### src/design/led_matrix_pkg.sv
package led_matrix_pkg;

    localparam int panel_width   = 16;   // Columns per row
    localparam int panel_height  = 8;
    localparam int half_height   = 4;    // Rows r and r+4 are driven together
    localparam int frame_bytes   = 256;  // Two bytes per pixel
    localparam int plane_count   = 4;    // BCM bit-planes
    localparam int column_cycles = 8;    // clk_root cycles per shifted column
    localparam int display_unit  = 16;   // OE cycles for plane 0

    localparam logic [7:0] cmd_load   = 8'h4c;  // "L"
    localparam logic [7:0] cmd_enable = 8'h45;  // "E"

    // Byte view, as the loader writes it
    typedef struct packed {
        logic [7:0] high;
        logic [7:0] low;
    } pixel_bytes_t;

    // RGB565 view, as fetch decodes it
    typedef struct packed {
        logic [4:0] red;
        logic [5:0] green;
        logic [4:0] blue;
    } pixel_rgb_t;

    typedef union packed {
        pixel_bytes_t bytes;
        pixel_rgb_t   rgb;
    } pixel_word_t;

    // Colour triples are red in bit 2, blue in bit 0
    typedef struct packed {
        logic [2:0]                       rgb_top;
        logic [2:0]                       rgb_bottom;
        logic [$clog2(half_height)-1:0]   row_addr;
        logic                             clk_pixel;
        logic                             latch;
        logic                             oe;
        logic                             spare;  // Always 0
    } hub75_t;

    typedef struct packed {
        logic [$clog2(panel_width)-1:0]  column;
        logic [$clog2(half_height)-1:0]  row;
        logic [$clog2(plane_count)-1:0]  plane;
    } scan_pos_t;

endpackage

### src/design/frame_loader.sv
module frame_loader (
    input  logic       clk_root,
    input  logic       reset,
    input  logic       in_req,
    input  logic [7:0] in_data,
    output logic       in_ack,
    output logic       ram_we,
    output logic [7:0] ram_addr,
    output logic [7:0] ram_wdata,
    output logic [2:0] rgb_enable,
    output logic [3:0] plane_enable
);
    import led_matrix_pkg::*;

    typedef enum logic [1:0] {
        st_idle,
        st_enable,
        st_load
    } load_state_t;

    load_state_t state;
    logic [7:0]  byte_count;
    logic        take;

    // New request not yet acknowledged, byte is valid now
    assign take = in_req && !in_ack;

    // Ack follows req with one cycle of delay
    always_ff @(posedge clk_root) begin
        if (reset) begin
            in_ack <= 1'b0;
        end else begin
            in_ack <= in_req;
        end
    end

    always_ff @(posedge clk_root) begin
        if (reset) begin
            state        <= st_idle;
            byte_count   <= '0;
            rgb_enable   <= '1;  // Everything shown after reset
            plane_enable <= '1;
        end else if (take) begin
            case (state)
                st_idle: begin
                    byte_count <= '0;
                    if (in_data == cmd_load) begin
                        state <= st_load;
                    end else if (in_data == cmd_enable) begin
                        state <= st_enable;
                    end
                    // Anything else is dropped
                end
                st_enable: begin
                    rgb_enable   <= in_data[2:0];
                    plane_enable <= in_data[6:3];  // Plane 0 in bit 3
                    state        <= st_idle;
                end
                st_load: begin
                    byte_count <= byte_count + 8'd1;
                    if (byte_count == 8'(frame_bytes - 1)) begin
                        state <= st_idle;
                    end
                end
                default: state <= st_idle;
            endcase
        end
    end

    // Write goes out in the same cycle the byte is taken
    assign ram_we    = take && (state == st_load);
    assign ram_addr  = byte_count;  // High byte first, so even address = high
    assign ram_wdata = in_data;

endmodule

### src/design/framebuffer_ram.sv
module framebuffer_ram (
    input  logic                      clk_root,
    input  logic                      wr_en,
    input  logic [7:0]                wr_addr,
    input  logic [7:0]                wr_data,
    input  logic [6:0]                rd_addr,
    output led_matrix_pkg::pixel_word_t rd_data
);
    import led_matrix_pkg::*;

    // One lane per byte of the pixel word
    logic [7:0] mem_high [panel_width * panel_height];
    logic [7:0] mem_low  [panel_width * panel_height];

    // Port a, byte writes
    always_ff @(posedge clk_root) begin
        if (wr_en) begin
            if (wr_addr[0]) begin
                mem_low[wr_addr[7:1]] <= wr_data;
            end else begin
                mem_high[wr_addr[7:1]] <= wr_data;
            end
        end
    end

    // Port b, registered word read
    // Same-cycle write to the same word returns the old value
    always_ff @(posedge clk_root) begin
        rd_data.bytes.high <= mem_high[rd_addr];
        rd_data.bytes.low  <= mem_low[rd_addr];
    end

endmodule

### src/design/framebuffer_fetch.sv
module framebuffer_fetch (
    input  logic                        clk_root,
    input  logic                        reset,
    input  logic                        pixel_load,
    input  led_matrix_pkg::scan_pos_t   pos,
    input  logic [2:0]                  rgb_enable,
    input  logic [3:0]                  plane_enable,
    output logic [6:0]                  rd_addr,
    input  led_matrix_pkg::pixel_word_t rd_data,
    output logic [2:0]                  rgb_top,
    output logic [2:0]                  rgb_bottom
);
    import led_matrix_pkg::*;

    scan_pos_t   cur_pos;   // Position captured at pixel_load
    logic [2:0]  step;      // One-hot, cycles 1 to 3 of the column
    pixel_word_t top_word;
    logic [2:0]  enable_mask;

    // Top four bits of each channel, plane 0 is the lowest of them
    function automatic logic [2:0] plane_bits(pixel_word_t px, logic [1:0] plane);
        logic [2:0] bits;
        bits[2] = px.rgb.red[3'(plane) + 3'd1];
        bits[1] = px.rgb.green[3'(plane) + 3'd2];
        bits[0] = px.rgb.blue[3'(plane) + 3'd1];
        return bits;
    endfunction

    always_ff @(posedge clk_root) begin
        if (reset) begin
            step <= '0;
        end else begin
            step <= {step[1:0], pixel_load};
        end
    end

    always_ff @(posedge clk_root) begin
        if (pixel_load) begin
            cur_pos <= pos;
        end
    end

    // Cycle 1 top row, cycle 2 bottom row (row + 4)
    assign rd_addr = {step[1], cur_pos.row, cur_pos.column};

    assign enable_mask = rgb_enable & {3{plane_enable[cur_pos.plane]}};

    always_ff @(posedge clk_root) begin
        if (step[1]) begin
            top_word <= rd_data;  // Top pixel arrives in cycle 2
        end
        if (step[2]) begin
            // Bottom pixel arrives in cycle 3, both triples valid from cycle 4
            rgb_top    <= plane_bits(top_word, cur_pos.plane) & enable_mask;
            rgb_bottom <= plane_bits(rd_data, cur_pos.plane) & enable_mask;
        end
    end

endmodule

### src/design/matrix_scan.sv
module matrix_scan (
    input  logic                      clk_root,
    input  logic                      reset,
    input  logic [2:0]                rgb_top,
    input  logic [2:0]                rgb_bottom,
    output led_matrix_pkg::scan_pos_t pos,
    output logic                      pixel_load,
    output led_matrix_pkg::hub75_t    panel
);
    import led_matrix_pkg::*;

    localparam int disp_width = $clog2(display_unit << (plane_count - 1));

    typedef enum logic [1:0] {
        st_shift,
        st_blank,
        st_latch,
        st_display
    } scan_state_t;

    scan_state_t                      state;
    logic [$clog2(column_cycles)-1:0] phase;
    logic [$clog2(panel_width)-1:0]   cur_column;
    logic [$clog2(half_height)-1:0]   cur_row;
    logic [$clog2(plane_count)-1:0]   cur_plane;
    logic [$clog2(half_height)-1:0]   row_addr;
    logic [disp_width-1:0]            disp_count;
    logic [disp_width-1:0]            disp_last;
    logic                             phase_last;

    assign phase_last = (phase == $bits(phase)'(column_cycles - 1));
    assign disp_last  = disp_width'((display_unit << cur_plane) - 1);  // BCM weight

    always_ff @(posedge clk_root) begin
        if (reset) begin
            state      <= st_shift;
            phase      <= '0;
            cur_column <= '0;
            cur_row    <= '0;
            cur_plane  <= '0;
            row_addr   <= '0;
            disp_count <= '0;
        end else begin
            case (state)
                st_shift: begin
                    phase <= phase + 1'b1;
                    if (phase_last) begin
                        phase      <= '0;
                        cur_column <= cur_column + 1'b1;
                        if (cur_column == $bits(cur_column)'(panel_width - 1)) begin
                            state <= st_blank;
                        end
                    end
                end
                st_blank: begin
                    state    <= st_latch;
                    row_addr <= cur_row;  // Visible from the latch cycle
                end
                st_latch: begin
                    state      <= st_display;
                    disp_count <= '0;
                end
                st_display: begin
                    disp_count <= disp_count + 1'b1;
                    if (disp_count == disp_last) begin
                        state     <= st_shift;
                        cur_plane <= cur_plane + 1'b1;  // Plane is the inner loop
                        if (cur_plane == $bits(cur_plane)'(plane_count - 1)) begin
                            cur_row <= cur_row + 1'b1;
                        end
                    end
                end
                default: state <= st_shift;
            endcase
        end
    end

    assign pos = '{column: cur_column, row: cur_row, plane: cur_plane};

    assign pixel_load = (state == st_shift) && (phase == '0);

    // Pixel clock high in the last two cycles, after fetch has settled
    always_comb begin
        panel.rgb_top    = rgb_top;
        panel.rgb_bottom = rgb_bottom;
        panel.row_addr   = row_addr;
        panel.clk_pixel  = (state == st_shift) && (phase >= $bits(phase)'(column_cycles - 2));
        panel.latch      = (state == st_latch);
        panel.oe         = (state == st_display);
        panel.spare      = 1'b0;
    end

endmodule

### src/design/led_matrix_top.sv
module led_matrix_top (
    input  logic                   clk_root,
    input  logic                   reset,
    input  logic                   in_req,
    input  logic [7:0]             in_data,
    output logic                   in_ack,
    output led_matrix_pkg::hub75_t panel
);
    import led_matrix_pkg::*;

    logic        ram_we;
    logic [7:0]  ram_addr;
    logic [7:0]  ram_wdata;
    logic [6:0]  rd_addr;
    pixel_word_t rd_data;
    logic [2:0]  rgb_enable;
    logic [3:0]  plane_enable;
    scan_pos_t   pos;
    logic        pixel_load;
    logic [2:0]  rgb_top;
    logic [2:0]  rgb_bottom;

    frame_loader frame_loader_i (
        .clk_root     (clk_root),
        .reset        (reset),
        .in_req       (in_req),
        .in_data      (in_data),
        .in_ack       (in_ack),
        .ram_we       (ram_we),
        .ram_addr     (ram_addr),
        .ram_wdata    (ram_wdata),
        .rgb_enable   (rgb_enable),
        .plane_enable (plane_enable)
    );

    framebuffer_ram framebuffer_ram_i (
        .clk_root (clk_root),
        .wr_en    (ram_we),
        .wr_addr  (ram_addr),
        .wr_data  (ram_wdata),
        .rd_addr  (rd_addr),
        .rd_data  (rd_data)
    );

    framebuffer_fetch framebuffer_fetch_i (
        .clk_root     (clk_root),
        .reset        (reset),
        .pixel_load   (pixel_load),
        .pos          (pos),
        .rgb_enable   (rgb_enable),
        .plane_enable (plane_enable),
        .rd_addr      (rd_addr),
        .rd_data      (rd_data),
        .rgb_top      (rgb_top),
        .rgb_bottom   (rgb_bottom)
    );

    matrix_scan matrix_scan_i (
        .clk_root   (clk_root),
        .reset      (reset),
        .rgb_top    (rgb_top),
        .rgb_bottom (rgb_bottom),
        .pos        (pos),
        .pixel_load (pixel_load),
        .panel      (panel)
    );

endmodule

### config.mk
export PLATFORM = sky130hd
export DESIGN_NAME = led_matrix_top
export DESIGN_NICKNAME = d
export VERILOG_FILES = /design/src/design/led_matrix_pkg.sv /design/src/design/frame_loader.sv /design/src/design/framebuffer_ram.sv /design/src/design/framebuffer_fetch.sv /design/src/design/matrix_scan.sv /design/src/design/led_matrix_top.sv
export SDC_FILE = /design/constraint.sdc
export NUM_CORES = 2
export LEC_CHECK = 0
export ABC_CLOCK_PERIOD_IN_PS = 6770
export BUFFER_PORTS_ARGS = -buffer_cell sky130_fd_sc_hd__buf_2
export CORE_MARGIN = 2
export CORE_UTILIZATION = 55
export CTS_BUF_LIST = sky130_fd_sc_hd__clkbuf_2 sky130_fd_sc_hd__clkbuf_4 sky130_fd_sc_hd__clkbuf_8
export CTS_CLUSTER_SIZE = 30
export DETAILED_ROUTE_END_ITERATION = 10
export PLACE_DENSITY = 0.7
export SYNTH_ARGS = -nofsm -noshare
export SYNTH_HDL_FRONTEND = slang
export SYNTH_HIERARCHICAL = 1
export SYNTH_SLANG_ARGS = --single-unit
### constraint.sdc
create_clock -name clk_root -period 6.77 [get_ports clk_root]
set_clock_uncertainty 0.05 [all_clocks]
set_input_delay 1.354 -clock clk_root [delete_from_list [all_inputs] [get_ports clk_root]]
set_output_delay 1.354 -clock clk_root [all_outputs]
set_load 0.02 [all_outputs]
==> impl_metrics.csv <==
group,metric,value,unit
status,status,"finished clean",
floorplan,fp.coreArea,0.131,sq mm
worst_setup_path,slowest_stage,"edfxtp_1",
logic_synthesis,syn_nets,3227,
clock_network,cts_buffers,307,
sta,hold_viol,0,
sta,maxSlewHeadroom,0.258,
cells_and_area,final_common_cell,"edfxtp_1",
logic_synthesis,yosys_warnings,6,
cells_and_area,multiInputGateArea,0.0160,sq mm
sta,maxSlewViolCount,0,
sta,rsz0062_at_grt,"false",
pwr,p_leak,0.0245,uW
worst_setup_path,path_cells,"buf_12 -> buf_4 -> mux4_2 -> mux4_2 -> mux4_2 -> mux2_2",
clock_network,cts-root-buf,"clkbuf_8",
placed_design,pre_cts_slack,2080,ps
cells_and_area,fill_cells,8812,
floorplan,row_count,133,
worst_setup_path,max_stage_delay,740,ps
sta,max_freq,0.243,GHz
clock_network,clk_latency,950,ps
worst_setup_path,cp.required,7550,ps
sta,tns,0,ps
detailed_routing,via_per_inst,6.39,
clock_network,cts_buffer_depth,4,
cells_and_area,final_cells,5346,
worst_setup_path,critical_path.most_common_cell,"mux4_2",
sta,fin_ws,2650,ps
detailed_routing,drc,0,
logic_synthesis,syn-cell-area,0.0728,sq mm
cells_and_area,mostFrequentLayoutCells,"edfxtp_1 (1,820), mux4_2 (589), clkbuf_8 (330)",
detailed_routing,wire_per_inst,30.2,um
clock_network,path_clk_slew,60,ps
pwr,p_comb_frac,0.243,
floorplan,die_w,368,um
placed_design,io_buffer_count,22,
clock_network,cts_tree,"built",
pwr,p_int,21600,uW
clock_network,cts_hold_buffers,0,
worst_setup_path,cp_max_fo,112,
sta,setup_violations,0,
clock_network,cts.sinks,1877,
worst_setup_path,cp.arrival,4900,ps
logic_synthesis,syn_inst,3203,
job,cap_violations,0,
placed_design,dp.cells,4808,
pwr,ir_drop,0.342,mV
global_route,grt_pass1_vias,34700,
worst_setup_path,critical_path_class,"register to register",
pwr,pwr-share-clk,0.315,
clock_network,cts_setup_buffers,0,
worst_setup_path,end_kind,"register",
cells_and_area,layout.area.seq,0.0558,sq mm
floorplan,initial_core_util,0.554,
floorplan,die_h,368,um
pwr,switching_share,0.270,
worst_setup_path,cp-start-kind,"register",
worst_setup_path,path_delay_family,"multiplexers",
pwr,power_density,367,mW/mm^2
worst_setup_path,worst-path-buf-inv,2,
global_route,grt_first_pass_wirelength,238,mm
placed_design,dpl.hpwl,92.3,mm
global_route,grt_max_degree,161,
floorplan,die-area,0.135,sq mm
sta,timing_worst_slew_pin_value,1110,ps
detailed_routing,first_pass_iters,5,
pwr,p_sw,7960,uW
sta,period_needed,4120,ps
min_path,hp-class,"register to register",
detailed_routing,ant_nets,0,
cells_and_area,drive_gt1_frac,0.322,
global_route,overflow,0,
detailed_routing,vias,34200,
sta,fin_crit_sh,0.609,
clock_network,cts-resized-gates,0,
logic_synthesis,avgSynthCellArea,22.7,sq um
floorplan,num_io_pins,24,
global_route,antenna_found_initial,3,
detailed_routing,drtIter0Drc,4558,
clock_network,h-tree-depth,5,
global_route,gr-usage-all-layers,0.241,
detailed_routing,drt-total-wl,161,mm
cells_and_area,syn_to_final_growth,10.5,%
cells_and_area,nets,3386,
placed_design,place.gp.congestion,0.838,
pwr,seq_power_share,0.442,
state kept, by name, summed over array words and instances, names as in the netlist:
name	flops
matrix_scan_i/cur_row	2
frame_loader_i/plane_enable	4
frame_loader_i/in_ack	1
framebuffer_fetch_i/cur_pos	2
frame_loader_i/ram_addr	8
framebuffer_fetch_i/rgb_bottom	3
matrix_scan_i/cur_column	4
framebuffer_ram_i/rd_data	14
matrix_scan_i/cur_plane	2
matrix_scan_i/row_addr	2
matrix_scan_i/state	2
framebuffer_fetch_i/step	3
matrix_scan_i/disp_count	7
framebuffer_fetch_i/rgb_top	3
framebuffer_ram_i/mem_low	768
framebuffer_fetch_i/top_word	14
frame_loader_i/state	2
framebuffer_fetch_i/rd_addr	6
frame_loader_i/rgb_enable	3
matrix_scan_i/phase	3
framebuffer_ram_i/mem_high	1024
cell type report:
cell class | count | share of cell area
antenna | 2 | 0.0000622
clock inverter | 136 | 0.00908
clock buffer | 400 | 0.0625
timing repair buffer | 67 | 0.00799
inverter | 12 | 0.000560
tap | 1755 | 0.0273
sequential | 1877 | 0.694
multi-input combinational | 1097 | 0.199
final timing paths:
check                                endpoint                            from  slack (ps)  depth (start not counted)
max              framebuffer_ram_i/rd_data[4]  framebuffer_fetch_i/rd_addr[0]        2650                          6
min          framebuffer_fetch_i/top_word[10]   framebuffer_ram_i/rd_data[10]         370                          0
max reg2reg      framebuffer_ram_i/rd_data[4]  framebuffer_fetch_i/rd_addr[0]        2650                          6
min reg2reg  framebuffer_fetch_i/top_word[10]   framebuffer_ram_i/rd_data[10]         370                          0
power groups by stage:
stage	Clock, uW	Combinational (uW)	Sequential (uW)
after floorplan	0	5310	13200
after global placement	0	7110	13300
after detailed placement	0	7240	13300
after CTS	9480	7260	13000
after global routing	9950	7490	13000
final	9300	7160	13000
per-stage QoR:
step                area [sq um]  hold slack [ps]  total power (uW)  utilization
finish                     80400              372             29500        0.612
global route               80400              388             30500        0.612
CTS                        80400              370             29800        0.612
detailed placement         74700              363             20500        0.568
global placement           74700              355             20400        0.568
floorplan                  72800              350             18500            -
per-layer routing:
layer,global-route usage,part of all wire,vias to the layer above
li1,-,-,13800
met1,0.354,0.40,18100
met2,0.372,0.48,1960
met3,0.0502,0.095,299
met4,0.0709,0.025,2
met5,0,0.000043,-
Power figures use the tool's default switching activity.
